File: config.mk
export PLATFORM = sky130hd
export DESIGN_NAME = mem_port
export DESIGN_NICKNAME = d
export VERILOG_FILES = /design/src/logic/mem_bridge_pkg.sv /design/src/logic/mem_port.sv
export SDC_FILE = /design/constraint.sdc
export NUM_CORES = 2
export LEC_CHECK = 0
export BUFFER_PORTS_ARGS = -buffer_cell sky130_fd_sc_hd__buf_2
export CORE_MARGIN = 2
export CORE_UTILIZATION = 40
export CTS_CLUSTER_DIAMETER = 200
export CTS_CLUSTER_SIZE = 20
export DETAILED_ROUTE_END_ITERATION = 6
export REMOVE_ABC_BUFFERS = 1
export SKIP_LAST_GASP = 1
export SLEW_MARGIN = 30
export SYNTH_ARGS = -nofsm -noshare
export SYNTH_HDL_FRONTEND = slang
export SYNTH_SLANG_ARGS = --single-unit
File: constraint.sdc
create_clock -name clk -period 3.7 [get_ports clk]
set_input_delay 1.11 -clock clk [delete_from_list [all_inputs] [get_ports clk]]
set_output_delay 1.11 -clock clk [all_outputs]
set_load 0.01 [all_outputs]
File: src/logic/mem_bridge_pkg.sv
package mem_bridge_pkg;

    // stream and memory widths
    typedef logic [7:0]  byte_t;
    typedef logic [31:0] word_t;
    typedef logic [31:0] byte_addr_t;

    // set bit keeps that byte lane unchanged
    typedef logic [3:0]  mask_t;
    typedef logic [2:0]  instr_t;

    // port instructions
    localparam instr_t INSTR_WRITE = 3'b000;
    localparam instr_t INSTR_READ  = 3'b001;

    // command nibbles of the first frame byte
    localparam logic [3:0] CMD_READ  = 4'hA;
    localparam logic [3:0] CMD_WRITE = 4'hB;

    // bank geometry, word index is byte address bits 7:2
    localparam int RAM_WORDS     = 64;
    localparam int RAM_ADDR_W    = 6;
    localparam int RD_FIFO_DEPTH = 4;

    // read reply framing
    localparam byte_t START_BYTE = 8'h01;
    localparam byte_t END_BYTE   = 8'h00;

    typedef enum logic [2:0] {
        ST_IDLE,
        ST_READ_ADDR,
        ST_MEM_READ,
        ST_MEM_WRITE,
        ST_WAIT_LAST
    } bridge_state_t;

endpackage

File: src/logic/mem_port.sv
`timescale 1ns/10ps

module mem_port import mem_bridge_pkg::*; (
    input  logic       clk,
    input  logic       rst,
    input  logic       cmd_en,
    input  instr_t     cmd_instr,
    input  byte_addr_t cmd_byte_addr,
    output logic       cmd_full,
    input  logic       wr_en,
    input  mask_t      wr_mask,
    input  word_t      wr_data,
    input  logic       rd_en,
    output word_t      rd_data,
    output logic       rd_empty
);

    word_t ram [RAM_WORDS];
    word_t fifo_mem [RD_FIFO_DEPTH];

    logic [RAM_ADDR_W-1:0] word_idx;
    logic [$clog2(RD_FIFO_DEPTH)-1:0] wr_ptr;
    logic [$clog2(RD_FIFO_DEPTH)-1:0] rd_ptr;
    logic [$clog2(RD_FIFO_DEPTH):0] rd_count;
    logic  rd_pend;
    word_t rd_word;
    logic  wr_cmd;
    logic  rd_cmd;
    logic  pop;

    // higher address bits wrap onto the 64 words
    assign word_idx = cmd_byte_addr[RAM_ADDR_W+1:2];

    assign wr_cmd = cmd_en && wr_en && (cmd_instr == INSTR_WRITE);
    assign rd_cmd = cmd_en && (cmd_instr == INSTR_READ) && !cmd_full;
    assign pop    = rd_en && !rd_empty;

    assign rd_empty = (rd_count == '0);
    assign rd_data  = fifo_mem[rd_ptr];

    // a read in flight already owns a FIFO entry
    assign cmd_full = (int'(rd_count) + int'(rd_pend)) >= RD_FIFO_DEPTH;

    always_ff @(posedge clk) begin
        if (wr_cmd) begin
            for (int i = 0; i < $bits(mask_t); i++) begin
                if (!wr_mask[i]) begin
                    ram[word_idx][8*i +: 8] <= wr_data[8*i +: 8];
                end
            end
        end
        if (rd_cmd) begin
            rd_word <= ram[word_idx];
        end
        // word read last cycle enters the FIFO now
        if (rd_pend) begin
            fifo_mem[wr_ptr] <= rd_word;
        end
    end

    always_ff @(posedge clk or posedge rst) begin
        if (rst) begin
            rd_pend  <= 1'b0;
            wr_ptr   <= '0;
            rd_ptr   <= '0;
            rd_count <= '0;
        end else begin
            rd_pend <= rd_cmd;
            if (rd_pend) begin
                wr_ptr <= wr_ptr + 1'b1;
            end
            if (pop) begin
                rd_ptr <= rd_ptr + 1'b1;
            end
            case ({rd_pend, pop})
                2'b10:   rd_count <= rd_count + 1'b1;
                2'b01:   rd_count <= rd_count - 1'b1;
                default: rd_count <= rd_count;
            endcase
        end
    end

endmodule

=== After elaboration in Yosys (flattened, before gate mapping) ===
Memories as Yosys holds them, arrays and structs flattened. A register that Yosys moved wholly into a read port is not among the register bits.
Index checks and enable logic that the tools add are counted.

* Register bits: 8
* Bits in writable memories: 2176
* Input port bits: 76
* Output and inout bits: 34
* Logic and storage cells: 40
* Memories kept: 2

{| class="wikitable"
|+ Memory list
! memory !! depth !! bits a word !! read ports !! clocked after Yosys merged registers in !! wr ports !! RTL line !! RTL
|-
| ram || 64 || 32 || 1 || 1 || 1 || mem_port.sv:18 || <nowiki>word_t ram [RAM_WORDS];</nowiki>
|-
| fifo_mem || 4 || 32 || 1 || 0 || 1 || mem_port.sv:19 || <nowiki>word_t fifo_mem [RD_FIFO_DEPTH];</nowiki>
|}

* $add $sub $neg: 5
* $lt $le $gt $ge: 1
* Eq/ne operators: 3
* Mux-type cells: 15
* Reduce and logical (&&, ||, !) cells: 10

{| class="wikitable"
|+ Operator list
! kind !! number
|-
| $mux 1 || 14
|-
| $logic_not 3->1 || 2
|-
| $pmux 3 s2 || 1
|-
| $logic_and 1x1->1 || 5
|-
| $add 2x1->2 const B || 2
|-
| $add 3x1->4 || 1
|-
| $ge 4x3->1 const B || 1
|-
| $add 3x1->3 const B || 1
|-
| $eq 3x1->1 const B || 1
|-
| $sub 3x1->3 const B || 1
|-
| $eq 2x1->1 const B || 1
|-
| $eq 2x2->1 const B || 1
|-
| $logic_not 1->1 || 2
|-
| $reduce_bool 2->1 || 1
|}

=== Depth between registers and ports, before layout ===
* Depth in word-level cells: 5
* Depth in mapped cells: 11
* Gate-level depth less buffers: 8

=== Least setup slack after synthesis ===
Ideal clock, no wire load.

* Path type: input -> register
* Start point: input port cmd_instr[1]
* End point: register rd_word[0] (read register of ram), enable pin
* Setup time: 422 ps
* Data arrival time: 2798 ps
* Data required time: 3278 ps
* Slack: 480 ps
* Cell stages on the path: 3
* Path through: nor3b_1 nand2_1 nor2_1

* Cells in the longest elaborated chain, start to end: 3

{| class="wikitable"
|+ Ends and longest elaborated chain
! element !! RTL line !! RTL
|-
| start, declared || mem_port.sv:7 || <nowiki>input instr_t cmd_instr,</nowiki>
|-
| $eq 3x1->1 || mem_port.sv:35 || <nowiki>assign rd_cmd = cmd_en && (cmd_instr == INSTR_READ) && !cmd_full;</nowiki>
|-
| $logic_and 1x1->1 (2 in a row) || mem_port.sv:35 ||
|-
| net rd_cmd || mem_port.sv:28 || <nowiki>logic rd_cmd;</nowiki>
|-
| end, declared || mem_port.sv:26 || <nowiki>word_t rd_word;</nowiki>
|}

The timed path passes the listed nets, and every way through them passes these cells.
A chain may end at the register's enable or synchronous reset.

=== Final worst setup path ===
* Start point: register rd_ptr[0]
* End point: output port rd_data[29]

* Cells in the longest elaborated chain, start to end: 1

{| class="wikitable"
|+ Ends and longest elaborated chain
! element !! RTL line !! RTL
|-
| start, declared || mem_port.sv:23 || <nowiki>logic [$clog2(RD_FIFO_DEPTH)-1:0] rd_ptr;</nowiki>
|-
| start signal, assigned || mem_port.sv:73 || <nowiki>rd_ptr <= rd_ptr + 1'b1;</nowiki>
|-
| $mem_v2 4x32 || - ||
|-
| end, declared || mem_port.sv:14 || <nowiki>output word_t rd_data,</nowiki>
|}

No other way between the ends.

==> results.md <==
- The final layout contains 5624 nets.
- Entering global routing, the biggest net connects 73 pins.
- The total routing usage reported by global routing is between 20% and 30%.
- The flow ran to the end, and the final reports show no timing, DRC or antenna violations.
- The cts-stage hold buffer count is 0.
- Of all cell types, the one taking the most synthesized area is sky130_fd_sc_hd__edfxtp_1.
- The congestion estimate from routability-driven global placement came to 0.8947.
- The initial antenna violation count is 10.
- The worst pin sits at a relative slew slack of 32.93%.
- The number of buffers and inverters on the critical path is 2.
- The sequential share of the synthesized area is 77.60%.
- The time the final worst path needs with I/O delays and setup is around 3300 ps.
- The first-pass iteration count of the detailed router is 6.
- For the worst flop-to-flop path, the logic depth is 6.
- The floorplan die area is 218000 sq um.
- After technology mapping, the gate count stands at 4900.
- The first global-routing pass estimated 357200 um of wire.
- For this design the static power due to leakage is 31.60 nW.
- The highest fanout seen on the critical path is 34.
- The maximum root-to-sink buffer count is 3.
- In this run the remaining antenna-violating nets after routing total 0.
- For the pin with the worst max-slew slack, the measured transition is between 1000 and 1500 ps.
- The number of endpoints with negative hold slack in the final report was 0.
- The number of distinct library cells after synthesis is 66.
- TritonCTS created 120 clock buffers.
- The library cell used most frequently in the layout, excluding fill and tap cells, is sky130_fd_sc_hd__edfxtp_1.
- Data on the critical path arrives at its endpoint at ~2200 ps.
- The worst setup path is launched from a flip-flop.
- The startpoint identified for the worst register-to-register timing path is ram[47][26]$_DFFE_PP_.
- Dividing the synthesized area by the synthesized cell count gives 17.49 sq um.
- The number of flops mapped to enable cells by yosys is 2208.
- For this design the ratio of total power to cell area is 460.6 nW/um^2.
- Once the clock tree was built, the setup fixing pass inserted 0 buffers.
- Hold is met by 259.2 ps.
- After floorplanning, the core was sized to cover 212500 sq um.
- TritonCTS built the clock tree.
- Walking the worst path, the cells encountered are buf_12, mux4_2, buf_2.
- 110 I/O pins were placed.
- The worst setup slack for register-to-register paths is ~1200 ps.
- The relative area change from synthesis to final layout is 14.75%.
- The maximum level of the CTS H-tree is 3.
- In the synthesized netlist the dominant register cell turns out to be sky130_fd_sc_hd__edfxtp_1.
- Of the post-synthesis cell area, the dominant cell type holds 77.37%.
- The number of global-route vias before repair is between 40000 and 50000.
- The worst register-to-register path ends at rd_word[26]$_DFFE_PP_.
- The async set-or-reset flop fraction in the synthesized netlist is 0.3610%.
- The clock arrives with 33.72 ps of skew.
- In the post-synthesis netlist, the biggest area contributors are sky130_fd_sc_hd__edfxtp_1 77%, sky130_fd_sc_hd__mux4_2 3.2%, sky130_fd_sc_hd__a22oi_1 2.4%.
- At the end of the flow the core is filled with cells to 46.27%.
- In this run the core area contains around 170 standard-cell rows.
- The setup path with the least slack is of type reg2out.
- STA classifies the critical path endpoint as an output pin.
- Setup repair after global routing left no endpoint under its margin.
- In the routed design, unresolved DRC markers number 0.
- The die outline width is 466.9 um.
- The worst supply voltage drop on vdd is 0.3950 mV.
- The final count of pins violating max slew came to 0.
- The post-placement cell area is 95080 sq um.
- During synthesis, Yosys emitted a total of 0 warnings.
- The root buffer cell is sky130_fd_sc_hd__clkbuf_16.
- The overflow left after global routing is 0.
- The endpoint required time on the critical path is around 2600 ps.
- Once the floorplan was initialized, standard cells occupied about two fifths of the core.
- Derived from the worst setup path, the maximum achievable clock frequency is 303.6 MHz.
- Tracing the worst setup path back leads to its startpoint at rd_ptr[0]$_DFFE_PP0P_.
- The routed via count divided by cell count is about 6.0.
- The min-delay analysis places its worst path in the category in2async.
- On the worst path, the slowest cell contributes a delay of 570 ps.
- The tool flagged a number of max-cap violations equal to 0.
- Setup violations remaining at the end of the flow were counted as 0.
- The cell with the largest stage delay on the worst path is sky130_fd_sc_hd__mux4_2.
- Input and output buffers added on the ports amount to 83.
- In this run, post-CTS repair resized a total of 0 instances.
- The clock network latency to the later pin of the worst-skew pair is between 800 and 900 ps.
- Detailed placement ended at an HPWL of 172700 um.
- The detailed-route via count is 49993.
- The number of violations reported at the end of detailed-routing iteration 0 is just under 7000.
- The number of clock sinks is 2216.
- The die boundary height is 466.9 um.
- In the final layout, the share of cells above drive strength 1 is 22.41%.
- Dividing the final minimum period by the clock period gives 89.03%.
- Counting flops and latches in the post-synthesis netlist gives 2216.
- The post-CTS clock slew at the launch and capture registers of the worst setup and hold paths is 80 ps.
- The worst setup slack after placement is -272.3 ps.
- Dividing the detail-routed wire length by the instance count gives slightly above 30 um.
- In this run the cell area of the synthesized design comes to 85700 sq um.
- The family with the most delay on the worst path is multiplexers.
- Leaving out fill and tap cells, the most frequent cells in the layout are 2208 x sky130_fd_sc_hd__edfxtp_1, 730 x sky130_fd_sc_hd__buf_4, 358 x sky130_fd_sc_hd__nor2_1, 271 x sky130_fd_sc_hd__a22oi_1, 222 x sky130_fd_sc_hd__a221oi_1.
- The cell area after layout is 98340 sq um.
- The least setup slack across all paths after layout is 405.7 ps.
- For this block, the routed nets add up to 253800 um of wire.
-- cell usage after synthesis, drive strengths merged (13+ instances only) --
| cell | instances |
|---|---|
| edfxtp | 2208 |
| nor2 | 367 |
| a22oi | 271 |
| a221oi | 222 |
| a21oi | 212 |
| nand2 | 204 |
| buf | 195 |
| mux2i | 192 |
| clkbuf | 177 |
| mux4 | 121 |
| mux2 | 77 |
| o21ai | 77 |
| a22o | 73 |
| o22ai | 71 |
| o211ai | 54 |
| a31oi | 42 |
| a211oi | 32 |
| nor3 | 32 |
| a221o | 29 |
| o211a | 24 |
| nand3 | 17 |
| o2bb2ai | 16 |
| nand3b | 15 |
| o22a | 14 |
| nor4 | 13 |
| o2111ai | 13 |
| or4 | 13 |
-- where the power goes --
part	switching, mW	leakage, nW	total [mW]	internal, mW
clock network	7.67	1.57	13.6	5.98
logic	2.41	10.1	3.95	1.54
registers	0.0595	19.9	27.7	27.6
-- registers in the layout, indices dropped and copies added (netlist names) --
signal    flops
fifo_mem    128
ram        2048
rd_count      3
rd_pend       1
rd_ptr        2
rd_word      32
wr_ptr        2
-- cells by family (layout without fill, tap and decap cells) --
logic type | Yosys count | in the layout | synth area share [%]
mux | 390 | 390 | 6.434
flops | 2216 | 2216 | 77.60
compound gates | 1189 | 1189 | 10.09
other cells | 0 | 5 | 0
fa+ha+maj | 6 | 6 | 0.09636
simple gates | 713 | 713 | 3.533
buf+inv | 380 | 1040 | 2.175
xor+xnor | 6 | 6 | 0.06132
-- worst max-delay path by stage --
stage                            end  cells after the start
6_report                 rd_data[29]                      3
5_1_grt                  rd_data[11]                      3
4_1_cts                  rd_data[15]                      3
3_5_place_dp   rd_word[11]$_DFFE_PP_                     10
3_3_place_gp   rd_word[11]$_DFFE_PP_                     10
2_1_floorplan    ram[5][0]$_DFFE_PP_                      4
-- metal layers --
metal  GRT usage [%]  wire length, um
met3           4.844            22830
met1           30.96           101600
met4           9.066            11590
met2           35.98           117600
met5               0              105
-- area by class of cell --
cell class                      instances  area [sq um]
Antenna cell                            5         12.51
Clock buffer                          134          3098
Clock inverter                          6         107.6
Fill cell                           18178        114200
Inverter                                8         32.53
Multi-Input combinational cell       2304         17430
Sequential cell                      2216         66510
Tap cell                             2821          3530
Timing Repair Buffer                  892          7620
-- stage by stage --
stage	setup TNS (ps)	instances	power [mW]
after floorplan	-2109940	4528	29.95
after global placement	-11290	8240	32.18
after detailed placement	-9442	8240	32.23
after CTS	0	8380	45.50
after global routing	0	8382	46.54
final	0	8386	45.30
Power figures use the tool's default switching activity.
