### src/logic/mem_bridge_pkg.sv
package mem_bridge_pkg;

    // stream and memory widths
    typedef logic [7:0]  byte_t;
    typedef logic [31:0] word_t;
    typedef logic [31:0] byte_addr_t;

    // set bit keeps that byte lane unchanged
    typedef logic [3:0]  mask_t;
    typedef logic [2:0]  instr_t;

    // port instructions
    localparam instr_t INSTR_WRITE = 3'b000;
    localparam instr_t INSTR_READ  = 3'b001;

    // command nibbles of the first frame byte
    localparam logic [3:0] CMD_READ  = 4'hA;
    localparam logic [3:0] CMD_WRITE = 4'hB;

    // bank geometry, word index is byte address bits 7:2
    localparam int RAM_WORDS     = 64;
    localparam int RAM_ADDR_W    = 6;
    localparam int RD_FIFO_DEPTH = 4;

    // read reply framing
    localparam byte_t START_BYTE = 8'h01;
    localparam byte_t END_BYTE   = 8'h00;

    typedef enum logic [2:0] {
        ST_IDLE,
        ST_READ_ADDR,
        ST_MEM_READ,
        ST_MEM_WRITE,
        ST_WAIT_LAST
    } bridge_state_t;

endpackage

### src/logic/stream_mem_bridge.sv
`timescale 1ns/10ps

module stream_mem_bridge import mem_bridge_pkg::*; (
    input  logic       clk,
    input  logic       rst,
    input  byte_t      in_tdata,
    input  logic       in_tvalid,
    output logic       in_tready,
    input  logic       in_tlast,
    output byte_t      out_tdata,
    output logic       out_tvalid,
    input  logic       out_tready,
    output logic       out_tlast,
    output logic       busy,
    output logic       p0_cmd_en,
    output instr_t     p0_cmd_instr,
    output byte_addr_t p0_cmd_byte_addr,
    input  logic       p0_cmd_full,
    output logic       p0_wr_en,
    output mask_t      p0_wr_mask,
    output word_t      p0_wr_data,
    output logic       p0_rd_en,
    input  word_t      p0_rd_data,
    input  logic       p0_rd_empty,
    output logic       p1_cmd_en,
    output instr_t     p1_cmd_instr,
    output byte_addr_t p1_cmd_byte_addr,
    input  logic       p1_cmd_full,
    output logic       p1_wr_en,
    output mask_t      p1_wr_mask,
    output word_t      p1_wr_data,
    output logic       p1_rd_en,
    input  word_t      p1_rd_data,
    input  logic       p1_rd_empty
);

    bridge_state_t state_q, state_d;
    byte_t      cmd_q, cmd_d;
    logic       bank_q, bank_d;
    logic [1:0] byte_cnt_q, byte_cnt_d;
    byte_addr_t addr_q, addr_d;
    logic       inc_addr_q, inc_addr_d;
    mask_t      skip_mask_q, skip_mask_d;
    mask_t      wr_mask_q, wr_mask_d;
    word_t      wr_data_q, wr_data_d;
    instr_t     instr_q, instr_d;
    word_t      hold_q, hold_d;
    logic       hold_valid_q, hold_valid_d;
    logic       start_sent_q, start_sent_d;
    logic       end_pend_q, end_pend_d;
    logic       rd_out_q, rd_out_d;
    logic [1:0] rd_settle_q, rd_settle_d;
    byte_t      out_tdata_q, out_tdata_d;
    logic       out_tvalid_q, out_tvalid_d;
    logic       out_tlast_q, out_tlast_d;
    logic       in_tready_q;
    logic       busy_q;
    logic       cmd_en;
    logic       wr_en;
    logic       rd_en;
    logic       p0_cmd_en_q, p1_cmd_en_q;
    logic       p0_wr_en_q, p1_wr_en_q;
    logic       p0_rd_en_q, p1_rd_en_q;
    word_t      p0_rd_data_q, p1_rd_data_q, rd_data_sel;
    logic       p0_rd_empty_q, p1_rd_empty_q, rd_empty_sel;
    logic       in_fire;
    logic       end_now;
    logic       out_free;
    logic       sel_cmd_full;

    assign in_fire      = in_tvalid && in_tready_q;
    assign end_now      = in_fire && in_tlast;
    assign out_free     = !out_tvalid_q || out_tready;
    assign sel_cmd_full = bank_q ? p1_cmd_full : p0_cmd_full;

    assign in_tready  = in_tready_q;
    assign out_tdata  = out_tdata_q;
    assign out_tvalid = out_tvalid_q;
    assign out_tlast  = out_tlast_q;
    assign busy       = busy_q;

    // instr, address, mask and data are common to both banks
    assign p0_cmd_en        = p0_cmd_en_q;
    assign p0_cmd_instr     = instr_q;
    assign p0_cmd_byte_addr = addr_q;
    assign p0_wr_en         = p0_wr_en_q;
    assign p0_wr_mask       = wr_mask_q;
    assign p0_wr_data       = wr_data_q;
    assign p0_rd_en         = p0_rd_en_q;
    assign p1_cmd_en        = p1_cmd_en_q;
    assign p1_cmd_instr     = instr_q;
    assign p1_cmd_byte_addr = addr_q;
    assign p1_wr_en         = p1_wr_en_q;
    assign p1_wr_mask       = wr_mask_q;
    assign p1_wr_data       = wr_data_q;
    assign p1_rd_en         = p1_rd_en_q;

    always_comb begin
        state_d      = state_q;
        cmd_d        = cmd_q;
        bank_d       = bank_q;
        byte_cnt_d   = byte_cnt_q;
        addr_d       = inc_addr_q ? addr_q + 32'd4 : addr_q;
        inc_addr_d   = 1'b0;
        skip_mask_d  = skip_mask_q;
        wr_mask_d    = wr_mask_q;
        wr_data_d    = wr_data_q;
        instr_d      = instr_q;
        hold_d       = hold_q;
        hold_valid_d = hold_valid_q;
        start_sent_d = start_sent_q;
        end_pend_d   = end_pend_q;
        rd_out_d     = rd_out_q;
        rd_settle_d  = rd_settle_q;
        out_tdata_d  = out_tdata_q;
        out_tvalid_d = out_tvalid_q && !out_tready;
        out_tlast_d  = out_tvalid_d ? out_tlast_q : 1'b0;
        cmd_en       = 1'b0;
        wr_en        = 1'b0;
        rd_en        = 1'b0;
        case (state_q)
            ST_IDLE: begin
                // drain words left over from an earlier read
                rd_en        = 1'b1;
                hold_valid_d = 1'b0;
                start_sent_d = 1'b0;
                end_pend_d   = 1'b0;
                rd_out_d     = 1'b0;
                rd_settle_d  = 2'd0;
                if (in_fire) begin
                    cmd_d = in_tdata;
                    if (in_tlast) begin
                        state_d = ST_IDLE;
                    end else if ((in_tdata[7:4] == CMD_READ || in_tdata[7:4] == CMD_WRITE)
                                 && in_tdata[3:0] <= 4'd1) begin
                        bank_d     = in_tdata[0];
                        byte_cnt_d = 2'd0;
                        state_d    = ST_READ_ADDR;
                    end else begin
                        state_d = ST_WAIT_LAST;
                    end
                end
            end
            ST_READ_ADDR: begin
                rd_en = 1'b1;
                if (in_fire) begin
                    byte_cnt_d = byte_cnt_q + 2'd1;
                    case (byte_cnt_q)
                        2'd0: addr_d[31:24] = in_tdata;
                        2'd1: addr_d[23:16] = in_tdata;
                        2'd2: addr_d[15:8]  = in_tdata;
                        default: begin
                            addr_d[7:0] = {in_tdata[7:2], 2'b00};
                            byte_cnt_d  = in_tdata[1:0];
                            // lanes below the start byte stay untouched
                            skip_mask_d = mask_t'((4'b0001 << in_tdata[1:0]) - 4'b0001);
                        end
                    endcase
                    if (in_tlast) begin
                        state_d = ST_IDLE;
                    end else if (byte_cnt_q == 2'd3) begin
                        state_d = (cmd_q[7:4] == CMD_READ) ? ST_MEM_READ : ST_MEM_WRITE;
                    end
                end
            end
            ST_MEM_WRITE: begin
                rd_en = 1'b1;
                if (in_fire) begin
                    wr_data_d[8*byte_cnt_q +: 8] = in_tdata;
                    byte_cnt_d = byte_cnt_q + 2'd1;
                    if (in_tlast || byte_cnt_q == 2'd3) begin
                        wr_mask_d   = skip_mask_q | mask_t'(4'b1110 << byte_cnt_q);
                        skip_mask_d = '0;
                        instr_d     = INSTR_WRITE;
                        cmd_en      = 1'b1;
                        wr_en       = 1'b1;
                        inc_addr_d  = 1'b1;
                        if (in_tlast) begin
                            state_d = ST_IDLE;
                        end
                    end
                end
            end
            ST_MEM_READ: begin
                // host bytes are dropped until last
                if (end_now) begin
                    end_pend_d = 1'b1;
                end
                if (out_free) begin
                    if (!start_sent_q) begin
                        out_tdata_d  = START_BYTE;
                        out_tvalid_d = 1'b1;
                        out_tlast_d  = 1'b0;
                        start_sent_d = 1'b1;
                    end else if (end_pend_q || end_now) begin
                        out_tdata_d  = END_BYTE;
                        out_tvalid_d = 1'b1;
                        out_tlast_d  = 1'b1;
                        end_pend_d   = 1'b0;
                        state_d      = ST_IDLE;
                    end else if (hold_valid_q) begin
                        out_tdata_d  = hold_q[8*byte_cnt_q +: 8];
                        out_tvalid_d = 1'b1;
                        out_tlast_d  = 1'b0;
                        byte_cnt_d   = byte_cnt_q + 2'd1;
                        if (byte_cnt_q == 2'd3) begin
                            hold_valid_d = 1'b0;
                        end
                    end
                end
                if (state_d == ST_MEM_READ) begin
                    if (rd_settle_q != 2'd0) begin
                        rd_settle_d = rd_settle_q - 2'd1;
                    end
                    // empty flag lags the FIFO, so wait for the pop to show
                    if (!hold_valid_d && rd_out_q && rd_settle_q == 2'd0 && !rd_empty_sel) begin
                        hold_d       = rd_data_sel;
                        hold_valid_d = 1'b1;
                        rd_en        = 1'b1;
                        rd_out_d     = 1'b0;
                        rd_settle_d  = 2'd3;
                    end
                    if (!rd_out_d && !sel_cmd_full) begin
                        instr_d    = INSTR_READ;
                        cmd_en     = 1'b1;
                        inc_addr_d = 1'b1;
                        rd_out_d   = 1'b1;
                    end
                end
            end
            ST_WAIT_LAST: begin
                rd_en = 1'b1;
                if (end_now) begin
                    state_d = ST_IDLE;
                end
            end
            default: state_d = ST_IDLE;
        endcase
    end

    always_ff @(posedge clk or posedge rst) begin
        if (rst) begin
            state_q       <= ST_IDLE;
            bank_q        <= 1'b0;
            byte_cnt_q    <= 2'd0;
            inc_addr_q    <= 1'b0;
            hold_valid_q  <= 1'b0;
            start_sent_q  <= 1'b0;
            end_pend_q    <= 1'b0;
            rd_out_q      <= 1'b0;
            rd_settle_q   <= 2'd0;
            out_tvalid_q  <= 1'b0;
            out_tlast_q   <= 1'b0;
            in_tready_q   <= 1'b0;
            busy_q        <= 1'b0;
            p0_cmd_en_q   <= 1'b0;
            p1_cmd_en_q   <= 1'b0;
            p0_wr_en_q    <= 1'b0;
            p1_wr_en_q    <= 1'b0;
            p0_rd_en_q    <= 1'b0;
            p1_rd_en_q    <= 1'b0;
            p0_rd_empty_q <= 1'b1;
            p1_rd_empty_q <= 1'b1;
            rd_empty_sel  <= 1'b1;
        end else begin
            state_q       <= state_d;
            bank_q        <= bank_d;
            byte_cnt_q    <= byte_cnt_d;
            inc_addr_q    <= inc_addr_d;
            hold_valid_q  <= hold_valid_d;
            start_sent_q  <= start_sent_d;
            end_pend_q    <= end_pend_d;
            rd_out_q      <= rd_out_d;
            rd_settle_q   <= rd_settle_d;
            out_tvalid_q  <= out_tvalid_d;
            out_tlast_q   <= out_tlast_d;
            in_tready_q   <= 1'b1;
            busy_q        <= (state_d != ST_IDLE);
            // enables go to the selected bank only
            p0_cmd_en_q   <= cmd_en && !bank_q;
            p1_cmd_en_q   <= cmd_en && bank_q;
            p0_wr_en_q    <= wr_en && !bank_q;
            p1_wr_en_q    <= wr_en && bank_q;
            p0_rd_en_q    <= rd_en && !bank_q;
            p1_rd_en_q    <= rd_en && bank_q;
            p0_rd_empty_q <= p0_rd_empty;
            p1_rd_empty_q <= p1_rd_empty;
            rd_empty_sel  <= bank_q ? p1_rd_empty_q : p0_rd_empty_q;
        end
    end

    always_ff @(posedge clk) begin
        cmd_q        <= cmd_d;
        addr_q       <= addr_d;
        skip_mask_q  <= skip_mask_d;
        wr_mask_q    <= wr_mask_d;
        wr_data_q    <= wr_data_d;
        instr_q      <= instr_d;
        hold_q       <= hold_d;
        out_tdata_q  <= out_tdata_d;
        p0_rd_data_q <= p0_rd_data;
        p1_rd_data_q <= p1_rd_data;
        rd_data_sel  <= bank_q ? p1_rd_data_q : p0_rd_data_q;
    end

endmodule

### config.mk
export PLATFORM = sky130hd
export DESIGN_NAME = stream_mem_bridge
export DESIGN_NICKNAME = d
export VERILOG_FILES = /design/src/logic/mem_bridge_pkg.sv /design/src/logic/stream_mem_bridge.sv
export SDC_FILE = /design/constraint.sdc
export NUM_CORES = 1
export LEC_CHECK = 0
export BUFFER_PORTS_ARGS = -buffer_cell sky130_fd_sc_hd__buf_2
export CELL_PAD_IN_SITES_DETAIL_PLACEMENT = 1
export CELL_PAD_IN_SITES_GLOBAL_PLACEMENT = 1
export CORE_UTILIZATION = 37
export DETAILED_ROUTE_END_ITERATION = 6
export GPL_TIMING_DRIVEN = 0
export PLACE_DENSITY = 0.84
export SLEW_MARGIN = 20
export SYNTH_ARGS = -nofsm -noshare
export SYNTH_HDL_FRONTEND = slang
export SYNTH_SLANG_ARGS = --single-unit
### constraint.sdc
create_clock -name clk -period 2.94 [get_ports clk]
set_clock_uncertainty 0.15 [all_clocks]
set_input_delay 0.294 -clock clk [delete_from_list [all_inputs] [get_ports clk]]
set_output_delay 0.294 -clock clk [all_outputs]
set_load 0.02 [all_outputs]
Yosys cells after proc, flatten, opt, wreduce, memory -nomap -nowiden
Cells that the tools add are included.
{"block": "classes", "addsub": 5, "n_lt_le_gt_ge": 1, "eq_ne": 26, "n_shift": 5, "n_mux": 96, "n_bitwise": 3, "reduce_logical": 49}
{"op": "two-way mux 32 bit", "n": 4}
{"op": "two-way mux 3 bit", "n": 18}
{"op": "two-way mux 1 bit", "n": 40}
{"op": "two-way mux 8 bit", "n": 5}
{"op": "negator 5 -> 34 bit", "n": 1}
{"op": "variable shift 8 x 34 -> 32 bit, first input constant", "n": 1}
{"op": "variable part select 8 x 34 -> 32 bit", "n": 1}
{"op": "adder 32 x 3 -> 32 bit, second input constant", "n": 1}
{"op": "bitwise mux 32 bit", "n": 1}
{"op": "variable part select 32 x 6 -> 8 bit", "n": 1}
{"op": "two-way mux 2 bit", "n": 13}
{"op": "inequality test 2 bit, second input constant", "n": 13}
{"op": "two-way mux 4 bit", "n": 4}
{"op": "case mux 3 bit (5 select lines)", "n": 1}
{"op": "logical AND 1 bit", "n": 14}
{"op": "== test 4 bit, second input constant", "n": 3}
{"op": "case mux 1 bit (2 select lines)", "n": 6}
{"op": "AND reduction 3 bit", "n": 4}
{"op": "AND reduction 10 bit", "n": 1}
{"op": "AND reduction 5 bit", "n": 2}
{"op": "== test 3 x 2 -> 1 bit, second input constant", "n": 3}
{"op": "case mux 2 bit (4 select lines)", "n": 1}
{"op": "case mux 4 bit (2 select lines)", "n": 1}
{"op": "AND reduction 2 bit", "n": 4}
{"op": "27 further kinds", "n": 42}
{"block": "totals", "register_bits": 245, "output_inout_bits": 160}

Depth between registers and ports, before layout
{"block": "logic_depth", "ltp_word": 20, "depth_mapped": 8}

Least setup slack after synthesis
OpenSTA, ideal clock, no wires.
{"block": "synth_timing", "path_kind": "reg2reg", "startpoint": "register byte_cnt_q[0]", "endpoint": "register hold_q[0], enable pin", "setup_ns": 0.421, "arrival_time_ns": 2.470, "required_ns": 2.369, "setup_slack_ns": -0.102, "stages_incl_launch_ff": 5, "n_path_buf": 1, "synth_period_minus_slack_ns": 3.042, "path_cell_list": "dfrtp_1 -> ha_1 -> clkbuf_1 -> nand3_1 -> a211oi_2"}
{"block": "synth_via", "elab_chain_cells": 12}
{"element": "start: declaration", "line": "stream_mem_bridge.sv:40", "source": "logic [1:0] byte_cnt_q, byte_cnt_d;"}
{"element": "start signal: assignment", "line": "stream_mem_bridge.sv:268", "source": "byte_cnt_q <= byte_cnt_d;"}
{"element": "== test 2 bit", "line": "stream_mem_bridge.sv:206", "source": "if (byte_cnt_q == 2'd3) begin"}
{"element": "two-way mux 1 bit", "line": "stream_mem_bridge.sv:206"}
{"element": "two-way mux 1 bit", "line": "stream_mem_bridge.sv:201", "source": "end else if (hold_valid_q) begin"}
{"element": "two-way mux 1 bit", "line": "stream_mem_bridge.sv:195", "source": "end else if (end_pend_q || end_now) begin"}
{"element": "two-way mux 1 bit", "line": "stream_mem_bridge.sv:190", "source": "if (!start_sent_q) begin"}
{"element": "two-way mux 1 bit", "line": "stream_mem_bridge.sv:189", "source": "if (out_free) begin"}
{"element": "two-way mux 1 bit", "line": "stream_mem_bridge.sv:121", "source": "case (state_q)"}
{"element": "logical NOT 1 bit", "line": "stream_mem_bridge.sv:216", "source": "if (!hold_valid_d && rd_out_q && rd_settle_q == 2'd0 && !rd_empty_sel) begin"}
{"element": "logical AND 1 bit (3 in a row)", "line": "stream_mem_bridge.sv:216"}
{"element": "AND reduction 3 bit (no line)"}
{"element": "end signal: assignment", "line": "stream_mem_bridge.sv:299", "source": "hold_q <= hold_d;"}
{"element": "end: declaration", "line": "stream_mem_bridge.sv:47", "source": "word_t hold_q, hold_d;"}
Every way passes these cells. The select of a mux whose other input is x is not followed.
A chain may end at the register's enable or synchronous reset.

Worst setup path after layout
{"block": "layout_timing", "startpoint": "register byte_cnt_q[0]", "endpoint": "register p1_cmd_en_q (netlist: p1_cmd_en)"}
{"block": "layout_via", "elab_chain_cells": 20}
{"element": "== test 2 bit *", "line": "stream_mem_bridge.sv:171, stream_mem_bridge.sv:206"}
{"element": "two-way mux 1 bit", "line": "stream_mem_bridge.sv:206"}
{"element": "two-way mux 1 bit", "line": "stream_mem_bridge.sv:201"}
{"element": "two-way mux 1 bit", "line": "stream_mem_bridge.sv:195"}
{"element": "two-way mux 1 bit", "line": "stream_mem_bridge.sv:190"}
{"element": "two-way mux 1 bit", "line": "stream_mem_bridge.sv:189"}
{"element": "two-way mux 1 bit", "line": "stream_mem_bridge.sv:121"}
{"element": "logical NOT 1 bit", "line": "stream_mem_bridge.sv:216"}
{"element": "(+4 left out)"}
{"element": "two-way mux 1 bit", "line": "stream_mem_bridge.sv:211", "source": "if (state_d == ST_MEM_READ) begin"}
{"element": "two-way mux 1 bit", "line": "stream_mem_bridge.sv:121"}
{"element": "logical NOT 1 bit", "line": "stream_mem_bridge.sv:223", "source": "if (!rd_out_d && !sel_cmd_full) begin"}
{"element": "logical AND 1 bit", "line": "stream_mem_bridge.sv:223"}
{"element": "two-way mux 1 bit", "line": "stream_mem_bridge.sv:223"}
{"element": "two-way mux 1 bit", "line": "stream_mem_bridge.sv:211"}
{"element": "case mux 1 bit (2 select lines) *", "line": "stream_mem_bridge.sv:121"}
{"element": "logical AND 1 bit *", "line": "stream_mem_bridge.sv:281", "source": "p1_cmd_en_q <= cmd_en && bank_q;"}
{"element": "end signal: assignment", "line": "stream_mem_bridge.sv:281"}
{"element": "end: declaration", "line": "stream_mem_bridge.sv:61", "source": "logic p0_cmd_en_q, p1_cmd_en_q;"}
Mark *: on every way between the ends. The rest lies on a longest branch, timed or not. The select of a mux whose other input is x is not followed.

==> results.yml <==
run_status:
  status: "finished, final reports clean"
floorplanning:
  rows: 56
  die_y_um: 157
  die_area_mm2: 0.0247
  fp.coreArea_mm2: 0.0235
  io_pins: 241
  die_width_um: 157
  initial_core_util_pct: 37.9
cts:
  path_clk_slew_ps: 70
  cts_buffer_depth: 3
  cts_made_buffers: 25
  cts_htree_levels: 1
  clock_sinks: 236
  cts_tree: "yes"
  cts_root_buf: "clkbuf_16"
  insertion_delay_ps: 530
  cts_setup_buffers: 0
logic_synthesis:
  synth_ff_type: "dfxtp_1"
  synthDistinctLibCells: 61
  syn_area_per_cell_um2: 13.0
  synth-async-reset-ratio_pct: 11.0
  ys_warn_count: 0
  ys_ff_latch: 236
  synth_cells: 686
  synth_edf_count: 84
  synth_area_mm2: 0.00892
  yosysSeqAreaShare_pct: 63.9
route:
  wl_met3_mm: 1.23
  vias_per_cell: 4.77
  wl_per_cell_um: 20.0
  ant_nets: 0
  remaining_drc_errors: 0
  wl_met1_mm: 9.96
  route.met2.wl_mm: 15.1
  routed_wl_mm: 27.4
  firstDrtPassIters: 4
  num_vias: 6530
  dr.max_layer_used: "met4"
  drtIter0Drc: 254
critical_path:
  ff2ff_setup_slack_ps: 150
  start_kind: "register"
  critPathLaunch: "byte_cnt_q[0]$_DFFE_PP0P_"
  path_class: "register to register"
  reg2regPathDepth: 6
  slowest_stage: "o21ai_0"
  path_cells: "ha_1, clkbuf_1, o21ai_0, inv_1, nand2_1, o41ai_1"
  r2r-start: "byte_cnt_q[0]$_DFFE_PP0P_"
  reg2reg_to: "p1_cmd_en$_DFF_PP0_"
  crit_required_ps: 3180
  arrival_ps: 3030
  cp-end-kind: "register"
  slowest_delay_ps: 780
  endpoint: "p1_cmd_en$_DFF_PP0_"
  critPathMaxFanout: 9
timing:
  finalSetupViolCount: 0
  finalCritPeriodShare_pct: 94.8
  period_minus_slack_ps: 2790
  tightest_slew_ps: 930
  max_freq_mhz: 359
  tns_ps: 0
  final-hold-violation-count: 0
  slew_violations: 0
  fin_ws_ps: 153
  relSlewSlack_pct: 37.4
  rsz0062_at_grt: "false"
run:
  max_cap_viol_count: 0
global_route:
  grt_max_degree: 27
  grt_overflow_total: 0
  grt_usage_pct: 22.2
  grt_pass1_vias: 7111
  antenna_found_initial: 5
  grt_pass1_wl_mm: 40.9
place:
  placed_cells: 1245
  hpwl_mm: 16.7
  post-place-ws_ps: -21.2
  postPlaceCellArea_mm2: 0.0105
  finalWeightedCongestion: 0.783
  io_buffers: 231
finish:
  fin_cells: 1370
  final_area_mm2: 0.0122
  layout-drive-gt1-share_pct: 41.1
  final_nets: 1118
  area_delta_synth_final_pct: 36.4
  finish.utilization_pct: 51.7
worst_hold_path:
  hold_class: "input pin to register"
power:
  power_density_mw_per_mm2: 592
  leakagePower_uw: 0.00507
  vdd_ir_drop_max_v: 0.000588
how the worst min path moves through the flow:
stage	startpoint	endpoint	slack [ps]	depth (start not counted)
after floorplan	p0_rd_empty	p0_rd_empty_q$_DFF_PP1_	150	0
after global placement	rd_data_sel[22]$_DFF_P_	hold_q[22]$_DFFE_PP_	240	0
after detailed placement	rd_data_sel[20]$_DFF_P_	hold_q[20]$_DFFE_PP_	240	0
after CTS	in_tdata[2]	p0_cmd_byte_addr[2]$_DFF_P_	10	3
after global routing	in_tdata[2]	p0_cmd_byte_addr[2]$_DFF_P_	20	3
final	in_tdata[2]	p0_cmd_byte_addr[26]$_DFF_P_	20	3
worst max-delay path: cells and delay by family (launching register included):
| kind | cells | cell delay (ps) |
|---|---|---|
| adders and majority gates | 1 | 270 |
| AOI/OAI and AO/OA | 2 | 880 |
| DFF | 1 | 520 |
| buffers and inverters | 2 | 590 |
| and+or+nand+nor | 1 | 220 |
through the flow:
stage          power (uW)  hold slack [ps]
2_1_floorplan        3690              148
3_3_place_gp         3800              238
3_5_place_dp         3810              240
4_1_cts              7130             10.0
5_1_grt              7400             20.0
6_report             7210             16.3
power breakdown:
group	internal (uW)	leakage [uW]	switching [uW]
Clock	1930	0.000417	1430
Combinational	173	0.00250	169
Sequential	3460	0.00216	41.1
Total	5570	0.00507	1640
synth_stat cells, types with 4 or more instances:
cell,number,share of area [%]
dfxtp_1,126,28
edfxtp_1,84,28
buf_4,79,6.6
nor2_1,40,1.7
mux2_2,37,4.7
and2_1,36,2.5
nand2_1,33,1.4
a21oi_1,27,1.5
dfrtp_1,23,6.4
xor2_1,21,2.1
nand3_1,17,0.95
and3_1,13,0.91
clkbuf_1,13,0.55
inv_1,12,0.50
nand4_1,11,0.77
ha_1,10,1.4
o21ai_0,9,0.50
mux4_2,8,2.0
o21ai_1,8,0.45
xnor2_1,8,0.79
nor3_1,5,0.28
nor3_2,4,0.45
flip-flops by register name (all words and copies together) (netlist names), 2 cells and up:
name and count:
byte_cnt_q 2, cmd_q 4, hold_q 32, out_tdata 8
p0_cmd_byte_addr 30, p0_rd_data_q 32, p0_wr_data 32, p0_wr_mask 4
p1_rd_data_q 32, rd_data_sel 32, rd_settle_q 2, skip_mask_q 3
state_q 3
what timing repair did:
item | 4_1_cts | 5_1_grt
hold buffers | 74 | 0
hold endpoints to repair | 99 | 0
setup endpoints to repair | 3 | 24
gates resized for setup | 1 | 4
cells in the final DEF, fill, tap and decap left out, types with 10 or more instances in the layout:
master / n
a21oi_1: 27
and2_1: 36
and3_1: 13
buf_2: 234
buf_4: 79
clkbuf_1: 16
clkbuf_16: 25
dfrtp_1: 23
dfxtp_1: 126
dlygate4sd3_1: 74
edfxtp_1: 84
ha_1: 10
inv_1: 11
mux2_2: 37
nand2_1: 33
nand3_1: 17
nand4_1: 11
nor2_1: 40
xor2_1: 21
logic make-up (layout without fill, tap and decap cells):
kind of cell	Yosys count	count (layout)	synth area share [%]
adders and majority gates	10	10	1.40
other	2	14	0.0841
AOI/OAI and AO/OA	66	66	4.77
and+or+nand+nor	184	184	11.9
muxes	49	49	7.16
buffers and inverters	110	463	7.99
xor gates and xnor gates	29	29	2.85
DFF	236	236	63.9
area by class of cell:
class                           instances  area, um2
Fill cell                            2507      11400
Clock inverter                         14        181
Multi-Input combinational cell        347       2570
Sequential cell                       236       5700
Tap cell                              319        399
Inverter                               12       45.0
Timing Repair Buffer                  307       1920
Buffer                                 98        669
Antenna cell                            5       12.5
Clock buffer                           32        682
routing by layer:
layer | GRT usage (%) | vias to the layer above
met2 | 43.3 | 223
met3 | 3.30 | 58
met1 | 23.2 | 3260
li1 | - | 2989
met4 | 10.4 | 0
met5 | 0 | -
Note: power is estimated with default switching activity, not from simulation.
